## src/hw/uc_pkg.sv

```systemverilog
// Uncached CCE message types

package uc_pkg;

  // id widths for local cache engines and the coherence engine
  localparam int lce_id_width = 2;
  localparam int cce_id_width = 2;

  // address and data word widths
  localparam int paddr_width = 32;
  localparam int dword_width = 64;

  // operating mode of the CCE
  // uncached runs before the coherence microcode is loaded
  typedef enum logic {
    e_cce_mode_uncached = 1'b0,
    e_cce_mode_normal   = 1'b1
  } cce_mode_e;

  // LCE request kinds handled on this path
  typedef enum logic {
    e_lce_req_uc_rd = 1'b0,
    e_lce_req_uc_wr = 1'b1
  } lce_req_type_e;

  // access size as the LCE encodes it
  typedef enum logic [1:0] {
    e_uc_size_1 = 2'b00,
    e_uc_size_2 = 2'b01,
    e_uc_size_4 = 2'b10,
    e_uc_size_8 = 2'b11
  } uc_size_e;

  // access size as memory encodes it
  typedef enum logic [1:0] {
    e_mem_size_1 = 2'b00,
    e_mem_size_2 = 2'b01,
    e_mem_size_4 = 2'b10,
    e_mem_size_8 = 2'b11
  } mem_size_e;

  // memory command kinds, echoed back in the memory response
  typedef enum logic {
    e_mem_uc_rd = 1'b0,
    e_mem_uc_wr = 1'b1
  } mem_cmd_type_e;

  // LCE command kinds sent back toward the requester
  typedef enum logic {
    e_lce_cmd_uc_data    = 1'b0,
    e_lce_cmd_uc_st_done = 1'b1
  } lce_cmd_type_e;

  // LCE request, 101 bits
  // data only meaningful for uc_wr
  typedef struct packed {
    logic [lce_id_width-1:0] src_id;
    lce_req_type_e           msg_type;
    uc_size_e                uc_size;
    logic [paddr_width-1:0]  addr;
    logic [dword_width-1:0]  data;
  } lce_req_s;

  // memory message, 101 bits
  // same layout for commands to memory and responses from memory
  // lce_id rides along so the response can find its requester
  typedef struct packed {
    mem_cmd_type_e           msg_type;
    mem_size_e               size;
    logic [lce_id_width-1:0] lce_id;
    logic [paddr_width-1:0]  addr;
    logic [dword_width-1:0]  data;
  } mem_msg_s;

  // LCE command, 101 bits
  // uc_data: data holds the load word, src_id zero
  // uc_st_done: data zero, src_id is the CCE id
  typedef struct packed {
    logic [lce_id_width-1:0] dst_id;
    logic [cce_id_width-1:0] src_id;
    lce_cmd_type_e           msg_type;
    logic [paddr_width-1:0]  addr;
    logic [dword_width-1:0]  data;
  } lce_cmd_s;

endpackage

```

## src/hw/uc_cce_top.sv

```systemverilog
// Uncached CCE message path
`timescale 1ns/1ps

module uc_cce_top (
  input  logic                             clk_i,
  input  logic                             arst_n_i,

  // configuration levels
  input  logic [uc_pkg::cce_id_width-1:0]  cce_id_i,
  input  uc_pkg::cce_mode_e                cce_mode_i,

  // LCE requests in
  input  uc_pkg::lce_req_s                 lce_req_i,
  input  logic                             lce_req_v_i,
  output logic                             lce_req_ready_o,

  // memory responses in
  input  uc_pkg::mem_msg_s                 mem_resp_i,
  input  logic                             mem_resp_v_i,
  output logic                             mem_resp_ready_o,

  // LCE commands out
  output uc_pkg::lce_cmd_s                 lce_cmd_o,
  output logic                             lce_cmd_v_o,
  input  logic                             lce_cmd_ready_i,

  // memory commands out
  output uc_pkg::mem_msg_s                 mem_cmd_o,
  output logic                             mem_cmd_v_o,
  input  logic                             mem_cmd_ready_i
);

  import uc_pkg::*;

  // request buffer head toward the engine
  lce_req_s req_head;
  logic     req_head_v;
  logic     req_yumi;

  // response buffer head toward the engine
  mem_msg_s resp_head;
  logic     resp_head_v;
  logic     resp_yumi;

  // engine into the command buffer
  mem_msg_s cmd_in;
  logic     cmd_in_v;
  logic     cmd_in_ready;

  // command leaves the buffer when memory takes it
  logic     cmd_pop;

  assign cmd_pop = mem_cmd_v_o & mem_cmd_ready_i;

  // inbound LCE requests
  uc_msg_fifo #(.payload_t(lce_req_s)) req_fifo (
    .clk_i    (clk_i),
    .arst_n_i (arst_n_i),
    .data_i   (lce_req_i),
    .v_i      (lce_req_v_i),
    .ready_o  (lce_req_ready_o),
    .data_o   (req_head),
    .v_o      (req_head_v),
    .yumi_i   (req_yumi)
  );

  // inbound memory responses
  uc_msg_fifo #(.payload_t(mem_msg_s)) resp_fifo (
    .clk_i    (clk_i),
    .arst_n_i (arst_n_i),
    .data_i   (mem_resp_i),
    .v_i      (mem_resp_v_i),
    .ready_o  (mem_resp_ready_o),
    .data_o   (resp_head),
    .v_o      (resp_head_v),
    .yumi_i   (resp_yumi)
  );

  // forwarding engine between the buffers
  uc_fwd_engine engine (
    .clk_i           (clk_i),
    .arst_n_i        (arst_n_i),
    .cce_id_i        (cce_id_i),
    .cce_mode_i      (cce_mode_i),
    .lce_req_i       (req_head),
    .lce_req_v_i     (req_head_v),
    .lce_req_yumi_o  (req_yumi),
    .mem_resp_i      (resp_head),
    .mem_resp_v_i    (resp_head_v),
    .mem_resp_yumi_o (resp_yumi),
    .lce_cmd_o       (lce_cmd_o),
    .lce_cmd_v_o     (lce_cmd_v_o),
    .lce_cmd_ready_i (lce_cmd_ready_i),
    .mem_cmd_o       (cmd_in),
    .mem_cmd_v_o     (cmd_in_v),
    .mem_cmd_ready_i (cmd_in_ready)
  );

  // outbound memory commands
  uc_msg_fifo #(.payload_t(mem_msg_s)) cmd_fifo (
    .clk_i    (clk_i),
    .arst_n_i (arst_n_i),
    .data_i   (cmd_in),
    .v_i      (cmd_in_v),
    .ready_o  (cmd_in_ready),
    .data_o   (mem_cmd_o),
    .v_o      (mem_cmd_v_o),
    .yumi_i   (cmd_pop)
  );

endmodule

```

## src/hw/uc_fwd_engine.sv

```systemverilog
// Uncached forwarding engine
`timescale 1ns/1ps

module uc_fwd_engine (
  input  logic                             clk_i,
  input  logic                             arst_n_i,

  // static configuration
  input  logic [uc_pkg::cce_id_width-1:0]  cce_id_i,
  input  uc_pkg::cce_mode_e                cce_mode_i,

  // buffered LCE requests, valid then yumi
  input  uc_pkg::lce_req_s                 lce_req_i,
  input  logic                             lce_req_v_i,
  output logic                             lce_req_yumi_o,

  // buffered memory responses, valid then yumi
  input  uc_pkg::mem_msg_s                 mem_resp_i,
  input  logic                             mem_resp_v_i,
  output logic                             mem_resp_yumi_o,

  // outbound LCE commands, ready&valid
  output uc_pkg::lce_cmd_s                 lce_cmd_o,
  output logic                             lce_cmd_v_o,
  input  logic                             lce_cmd_ready_i,

  // outbound memory commands, ready&valid into the command buffer
  output uc_pkg::mem_msg_s                 mem_cmd_o,
  output logic                             mem_cmd_v_o,
  input  logic                             mem_cmd_ready_i
);

  import uc_pkg::*;

  // engine states
  typedef enum logic [1:0] {
    st_ready   = 2'd0,
    st_send_rd = 2'd1,
    st_send_wr = 2'd2
  } uc_state_e;

  uc_state_e state_r;
  uc_state_e state_n;

  // request captured when dequeued, held until memory takes it
  lce_req_s  req_r;

  // is the engine allowed to act this cycle
  logic      uc_active;

  // LCE size code to memory size code, one to one
  function automatic mem_size_e map_size(input uc_size_e size);
    mem_size_e res;
    begin
      case (size)
        e_uc_size_1: res = e_mem_size_1;
        e_uc_size_2: res = e_mem_size_2;
        e_uc_size_4: res = e_mem_size_4;
        default:     res = e_mem_size_8;
      endcase
      return res;
    end
  endfunction

  // memory command built from a held request
  // reads carry zero data, writes carry the store data
  function automatic mem_msg_s build_mem_cmd(input lce_req_s req, input logic is_wr);
    mem_msg_s cmd;
    begin
      cmd          = '0;
      cmd.msg_type = is_wr ? e_mem_uc_wr : e_mem_uc_rd;
      cmd.size     = map_size(req.uc_size);
      cmd.lce_id   = req.src_id;
      cmd.addr     = req.addr;
      if (is_wr) begin
        cmd.data = req.data;
      end
      return cmd;
    end
  endfunction

  // LCE command built from a memory response
  function automatic lce_cmd_s build_lce_cmd(
    input mem_msg_s                resp,
    input logic [cce_id_width-1:0] cce_id
  );
    lce_cmd_s cmd;
    begin
      cmd        = '0;
      // the lce id sent out with the command comes back here
      cmd.dst_id = resp.lce_id;
      cmd.addr   = resp.addr;
      if (resp.msg_type == e_mem_uc_rd) begin
        // load data back to the requester
        cmd.msg_type = e_lce_cmd_uc_data;
        cmd.data     = resp.data;
      end else begin
        // store acknowledged, tagged with our id
        cmd.msg_type = e_lce_cmd_uc_st_done;
        cmd.src_id   = cce_id;
      end
      return cmd;
    end
  endfunction

  // normal mode belongs to the microcoded path
  assign uc_active = (cce_mode_i == e_cce_mode_uncached);

  // state register
  always_ff @(posedge clk_i or negedge arst_n_i) begin
    if (!arst_n_i) begin
      state_r <= st_ready;
    end else begin
      state_r <= state_n;
    end
  end

  // request capture on dequeue
  always_ff @(posedge clk_i) begin
    if (lce_req_yumi_o) begin
      req_r <= lce_req_i;
    end
  end

  // next state and outputs
  always_comb begin
    lce_req_yumi_o  = 1'b0;
    mem_resp_yumi_o = 1'b0;
    lce_cmd_v_o     = 1'b0;
    lce_cmd_o       = '0;
    mem_cmd_v_o     = 1'b0;
    mem_cmd_o       = '0;
    // hold position while in normal mode, nothing is asserted
    state_n         = state_r;

    if (uc_active) begin
      case (state_r)
        st_ready: begin
          if (mem_resp_v_i) begin
            // responses win over new requests
            lce_cmd_v_o     = 1'b1;
            lce_cmd_o       = build_lce_cmd(mem_resp_i, cce_id_i);
            // drop the response only once the LCE side takes the command
            mem_resp_yumi_o = lce_cmd_ready_i;
          end else if (lce_req_v_i) begin
            // take the request, send it to memory next cycle
            lce_req_yumi_o = 1'b1;
            state_n        = (lce_req_i.msg_type == e_lce_req_uc_rd) ? st_send_rd
                                                                    : st_send_wr;
          end
        end

        st_send_rd: begin
          // uncached load toward memory
          mem_cmd_v_o = 1'b1;
          mem_cmd_o   = build_mem_cmd(req_r, 1'b0);
          if (mem_cmd_ready_i) begin
            state_n = st_ready;
          end
        end

        st_send_wr: begin
          // uncached store toward memory, data included
          mem_cmd_v_o = 1'b1;
          mem_cmd_o   = build_mem_cmd(req_r, 1'b1);
          if (mem_cmd_ready_i) begin
            state_n = st_ready;
          end
        end

        default: begin
          state_n = st_ready;
        end
      endcase
    end
  end

endmodule

```

## src/hw/uc_msg_fifo.sv

```systemverilog
// Two-entry message buffer
`timescale 1ns/1ps

module uc_msg_fifo #(
  parameter type payload_t = logic [7:0]
) (
  input  logic     clk_i,
  input  logic     arst_n_i,
  // enqueue side, ready&valid
  input  payload_t data_i,
  input  logic     v_i,
  output logic     ready_o,
  // dequeue side, valid then yumi
  output payload_t data_o,
  output logic     v_o,
  input  logic     yumi_i
);

  // two payload slots
  payload_t   slots_r [2];

  // circular pointers, one bit each for two slots
  logic       wr_ptr_r;
  logic       rd_ptr_r;
  // occupancy, 0 to 2
  logic [1:0] count_r;

  logic       push;
  logic       pop;

  // beat accepted only while a slot is free
  assign push = v_i & ready_o;
  // consumer only raises yumi on a valid head
  assign pop  = yumi_i;

  // payload write
  always_ff @(posedge clk_i) begin
    if (push) begin
      slots_r[wr_ptr_r] <= data_i;
    end
  end

  // pointer and occupancy tracking
  always_ff @(posedge clk_i or negedge arst_n_i) begin
    if (!arst_n_i) begin
      wr_ptr_r <= 1'b0;
      rd_ptr_r <= 1'b0;
      count_r  <= 2'd0;
    end else begin
      if (push) begin
        wr_ptr_r <= ~wr_ptr_r;
      end
      if (pop) begin
        rd_ptr_r <= ~rd_ptr_r;
      end
      // push and pop together leave the count alone
      case ({push, pop})
        2'b10:   count_r <= count_r + 2'd1;
        2'b01:   count_r <= count_r - 2'd1;
        default: count_r <= count_r;
      endcase
    end
  end

  // head comes straight out of the slot registers
  assign data_o  = slots_r[rd_ptr_r];
  assign v_o     = (count_r != 2'd0);
  // full means back-pressure
  assign ready_o = (count_r != 2'd2);

endmodule

```

## config.mk

```make
export PLATFORM = sky130hd
export DESIGN_NAME = uc_cce_top
export DESIGN_NICKNAME = d
export VERILOG_FILES = /design/src/hw/uc_pkg.sv /design/src/hw/uc_cce_top.sv /design/src/hw/uc_fwd_engine.sv /design/src/hw/uc_msg_fifo.sv
export SDC_FILE = /design/constraint.sdc
export NUM_CORES = 1
export LEC_CHECK = 0
export BUFFER_PORTS_ARGS = -buffer_cell sky130_fd_sc_hd__buf_2
export CORE_MARGIN = 10
export CORE_UTILIZATION = 39
export DETAILED_ROUTE_END_ITERATION = 10
export PLACE_DENSITY = 0.69
export SLEW_MARGIN = 20
export SYNTH_ARGS = -nofsm -noshare
export SYNTH_HDL_FRONTEND = slang
export SYNTH_SLANG_ARGS = --single-unit
export TNS_END_PERCENT = 30
```

## constraint.sdc

```tcl
create_clock -name clk_i -period 14.7 [get_ports clk_i]
set_input_delay 0.735 -clock clk_i [delete_from_list [all_inputs] [get_ports clk_i]]
set_output_delay 0.735 -clock clk_i [all_outputs]
set_load 0.02 [all_outputs]
```

---- Word level (Yosys, flattened, before mapping) ----
Memory sizes are Yosys's and may differ from the RTL's.
Index checks and enable logic that the tools add are counted.
operators by class
  add/sub/neg operators ................... 6
  eq/ne operators ......................... 16
  muxes and demuxes ....................... 35
  bitwise gates (word level) .............. 11
  reductions and logical operators ........ 10
operators with widths
  operator                                                                 number
  101-bit 2-to-1 mux                                                       4
  101-bit one-hot mux with 2 select lines                                  1
  64-bit 2-to-1 mux                                                        1
  1-bit 2-to-1 mux                                                         19
  2-bit one-hot mux with 2 select lines                                    4
  2-bit nonzero test                                                       6
  2-bit by 1-bit equality test with 1-bit output, second input constant    5
  2-bit equality test, second input constant                               5
  2-bit 2-to-1 mux                                                         5
  2-bit inequality test, second input constant                             4
  1-bit inverter                                                           7
  2-bit by 1-bit adder with 2-bit output, second input constant            3
  2-bit one-hot mux with 3 select lines                                    1
  2-bit by 1-bit subtractor with 2-bit output, second input constant       3
  1-bit bitwise AND                                                        4
  2-bit logical NOT                                                        2
  2-bit by 1-bit inequality test with 1-bit output, second input constant  2
  4-bit AND reduction                                                      1
  2-bit OR reduction                                                       1
word-level totals
  flip-flop bits (word level) ............. 114
  RAM bits ................................ 606
  input bits .............................. 211
  output and inout port bits .............. 206
  logic and storage cells ................. 95
  memories ................................ 3
memories
  memory             words  width  read ports  clocked after memory_dff  write ports  RTL line           source
  cmd_fifo.slots_r   2      101    1           0                         1            uc_msg_fifo.sv:20  payload_t slots_r [2];
  req_fifo.slots_r   2      101    1           0                         1            uc_msg_fifo.sv:20
  resp_fifo.slots_r  2      101    1           0                         1            uc_msg_fifo.sv:20

---- Longest topological paths before layout ----
  depth in word-level cells ............... 7
  mapped depth ............................ 11
  depth with buffers taken out ............ 10

---- Modules after synthesis ----
A second synthesis with hierarchy kept.
second synthesis, totals
  cell total of the unflattened synthesis .. 1334
  area total of the unflattened synthesis .. 28044.4 um^2
modules (own cells, without submodules)
  module         instances  cells each  area each (um^2)  seq. area each (um^2)
  uc_msg_fifo    3          330         7797.5            6165.9
  uc_fwd_engine  1          343         4645.7            3052.9
  uc_cce_top     1          1           6.3               0.0

---- Worst setup path before layout ----
Ideal clock, no wire load.
  kind .................................... input -> register
  start point ............................. input cce_mode_i
  end point ............................... register req_fifo.count_r[1]
  arrival time ............................ 12.179 ns
  data required time ...................... 14.621 ns
  path slack .............................. 2.442 ns
  stages on the path ...................... 5
  cell sequence ........................... nand2b_1 -> nor4_1 -> ha_1 -> nor2_1 -> xor2_1
on the way
  word-level cells in the longest chain between the ends .. 3
  elaborated cells between the ends (all ways) .. 5
  those cells by class .................... eq/ne (2); mux (2); reduce/logical (1)
ends and longest elaborated chain
  element                                                                                       RTL line              source
  start, declared                                                                               uc_cce_top.sv:10      input uc_pkg::cce_mode_e cce_mode_i,
  1-bit 2-to-1 mux *                                                                            uc_fwd_engine.sv:136  if (uc_active) begin
  named net engine.lce_req_yumi_o                                                               uc_fwd_engine.sv:15   output logic lce_req_yumi_o,
  2-bit by 1-bit equality test with 1-bit output / 2-bit equality test (equally long branches)  uc_msg_fifo.sv:57     case ({push, pop})
  2-bit one-hot mux with 2 select lines / 2-bit nonzero test (equally long branches)            -
  end signal, assigned                                                                          uc_msg_fifo.sv:58     2'b10: count_r <= count_r + 2'd1;
  end signal, assigned                                                                          uc_msg_fifo.sv:59     2'b01: count_r <= count_r - 2'd1;
  end signal, assigned                                                                          uc_msg_fifo.sv:60     default: count_r <= count_r;
  end, declared                                                                                 uc_msg_fifo.sv:26     logic [1:0] count_r;
The timed path passes the listed nets; every way through them passes the cells marked *.
A chain may end at the register's enable or synchronous reset.

==> summary.md <==
| Metric | Value |
|---|---|
| Run status | completed |
| GPL Wtd Cong | roughly 0.83 |
| Crit Reg-Reg Startpoint | engine.state_r[0] |
| Crit path from | resp_fifo.rd_ptr_r |
| Multiplexer share of the synthesized area | 12.31% |
| Area growth, synth to finish | 21.38% |
| Final TNS setup | 0 ns |
| Die area | 78,830 µm² |
| Hold Violations, Final | 0 |
| Startpoint Class | flop |
| # IOs | 417 |
| Syn Nets | 1,555 |
| Actual slew at the worst max-slew pin | 1.115 ns |
| Largest net degree at the start of global routing | 80 |
| Gr ovfl total | 0 |
| Placed cells | 2,587 |
| Overall routed net length | 58,780 µm |
| Clock Tree Buf Depth | 3 |
| Worst Path Max Fanout | 60 |
| Multi-input logic area | between 4000 and 5000 µm² |
| Area post-placement | 29,580 µm² |
| HP Class | primary input to async pin |
| Synth Area in Compound Gates | 0.1085% |
| Initial antenna violation count | 22 |
| Post-Synth Simple-Gate Area | 4.808% |
| Cells on worst reg2reg path | 6 |
| Netlist cell types | 34 |
| Synth area leaders | edfxtp_1, mux2_2, mux2i_1, and2_1, nor2_1 |
| Max-slew violation total from the final report | 0 |
| Vias in the first global route | ~14,000 |
| Largest family of logic cells by synthesized area | multiplexers |
| Adder-cell share of the synthesized area | less than 1% |
| R2r endpoint | cmd_fifo.slots_r[1][60] |
| Final min period | ~4.0 ns |
| CP arrival | 3.24 ns |
| # nets final | 2,009 |
| Gr usage total | 14.40% |
| H-Tree Depth | 3 |
| Antenna viol nets, final | 0 |
| Worst slew margin | 25.64% |
| Unrepaired setup endpoints after global routing | false |
| Post-Syn Area | 26,520 µm² |
| Reg2Reg Setup Slack | 11.14 ns |
| Core Rows | 95 |
| Initial Util | 39.42% |
| Commonest non-fill, non-tap cells in the layout | edfxtp_1, buf_2, mux2_2 |
| Fin cells | 2,740 |
| Clock Tree Root | clkbuf_16 |
| DR iter-0 viols | 833 |
| Critical path class | flop to output pin |
| Final setup viols | 0 |
| Crit share post-route | 27.05% |
| FF/Latch Area | ~21,000 µm² |
| Filler cells | 5,612 |
| Post-synth top area share | 79.49% |
| Core box area | 67,280 µm² |
| CTS Hold Buffers Added | 0 |
| End of the critical path | lce_cmd_o[100] |
| Clock Latency Late Sink | between 0.6 and 0.7 ns |
| Layout cell share with drive strength beyond 1 | 43.32% |
| Pleak | 12.09 nW |
| Cell taking the most area after synthesis | edfxtp_1 |
| Endpoint class of the critical path | output pin |
| Via count | 13,115 |
| Post-detail-place hpwl | 38,480 µm |
| Setup Buffers After CTS | 0 |
| Main flop type after synthesis | edfxtp_1 |
| Post-synthesis xor/xnor area fraction | 0.4954% |
| Ys async rst share | 1.955% |
| Max VDD drop | 0.0001080 V |
| Final Instance Area | 32,190 µm² |
| TritonCTS Buffers | 76 |
| Fmax | between 0.2 and 0.3 GHz |
| Die H | roughly 280 µm |
| Final setup skew | roughly 0.023 ns |
| Pwr Density | just under 200 nW/µm² |
| Post-synth EDFFs | 702 |
| Seq cells post-synth | 716 |
| CTS tree | done |
| First-pass DRT Iterations | 5 |
| Post_cts resized | 0 |
| Clock-pin slew on the worst setup and hold paths | ~0.060 ns |
| Port Buffers | roughly 410 |
| Drt wl/cell | 21.45 µm |
| Sequential area share after synthesis | 80.81% |
| Most common cell after layout, fill and taps aside | edfxtp_1 |
| Die Span X | 280.8 µm |
| CP Data Required Time | 13.97 ns |
| Vias per std cell | 4.786 |
| DR DRC count | 0 |
| First-pass GRT wire length | 85,860 µm |
| Synthesis Warnings | 0 |
| Cells after Synth | 1,338 |
| Post-Syn Area per Cell | 19.82 µm² |
| Power Total | about 6.4 mW |
| CTS sink count | 716 |
| Max Cap Viol | 0 |
[routing by layer]
layer / vias up / GRT usage (%) / routed length, µm
li1: 6024 / - / -
met1: 6575 / 16.65 / 22660
met2: 385 / 24.89 / 30920
met3: 123 / 3.093 / 2930
met4: 8 / 7.417 / 2216
met5: - / 0 / 48
[cells in the mapped netlist, types with 7 or more instances]
library cell,instances
edfxtp_1,702
nor2_1,99
mux2_2,202
and2_1,68
buf_2,21
and2_2,36
nor2_2,10
buf_6,7
clkbuf_1,24
mux2i_1,99
dfrtp_1,14
xnor2_1,9
[cells by family (layout without fill, tap and decap cells)]
group                      after synthesis  after routing
xor gates and xnor gates                15             15
other                                    0             18
and+or+nand+nor                        237            237
AOI/OAI and AO/OA                        4              4
buffers and inverters                   59            570
muxes                                  301            301
DFF                                    716            716
adders and majority gates                6              6
[through the flow]
stage / setup slack [ns] / utilization (%) / hold slack, ns
after floorplan: 2.442 / - / 0.4394
after global placement: 11.09 / 43.96 / 0.4671
after detailed placement: 11.02 / 43.96 / 0.4800
after CTS: 10.69 / 47.78 / 0.003337
after global routing: 10.60 / 47.85 / 0.03391
final: 10.72 / 47.85 / 0.05380
[state kept, by name, indices dropped and copies added (netlist names), 2 cells and up]
name	cells
req_fifo.count_r	2
req_fifo.slots_r	202
resp_fifo.count_r	2
cmd_fifo.count_r	2
engine.req_r	100
resp_fifo.slots_r	198
engine.state_r	2
cmd_fifo.slots_r	202
[power breakdown]
part / leakage, nW / switching, mW / total, mW / internal [mW]
combinational: 4.03 / 0.946 / 1.51 / 0.562
clock: 1.25 / 0.768 / 1.94 / 1.17
sequential: 6.82 / 0.174 / 2.94 / 2.77
[worst max-delay path: stages, from the launching register on]
cell and delay [ns]:
dfrtp_4 0.90, buf_4 0.91, mux2i_1 0.48, nor2_1 0.08, buf_2 0.18
[final cells by class]
cell class                      instances  share of cell area (%)
Antenna cell                           18                  0.1399
Clock buffer                           93                   6.239
Clock inverter                         42                   1.734
Inverter                                4                 0.05442
Multi-Input combinational cell        563                   15.00
Sequential cell                       716                   66.61
Tap cell                              873                   3.393
Timing Repair Buffer                  431                   6.833
[worst min-delay path by stage]
stage,from,end,slack (ns)
after floorplan,arst_n_i,cmd_fifo.count_r[0],0.44
after global placement,cmd_fifo.count_r[1],cmd_fifo.count_r[1],0.47
after detailed placement,cmd_fifo.count_r[1],cmd_fifo.count_r[1],0.48
after CTS,arst_n_i,req_fifo.rd_ptr_r,0.003
after global routing,arst_n_i,req_fifo.rd_ptr_r,0.03
final,arst_n_i,req_fifo.rd_ptr_r,0.05
Power figures use the tool's default switching activity.
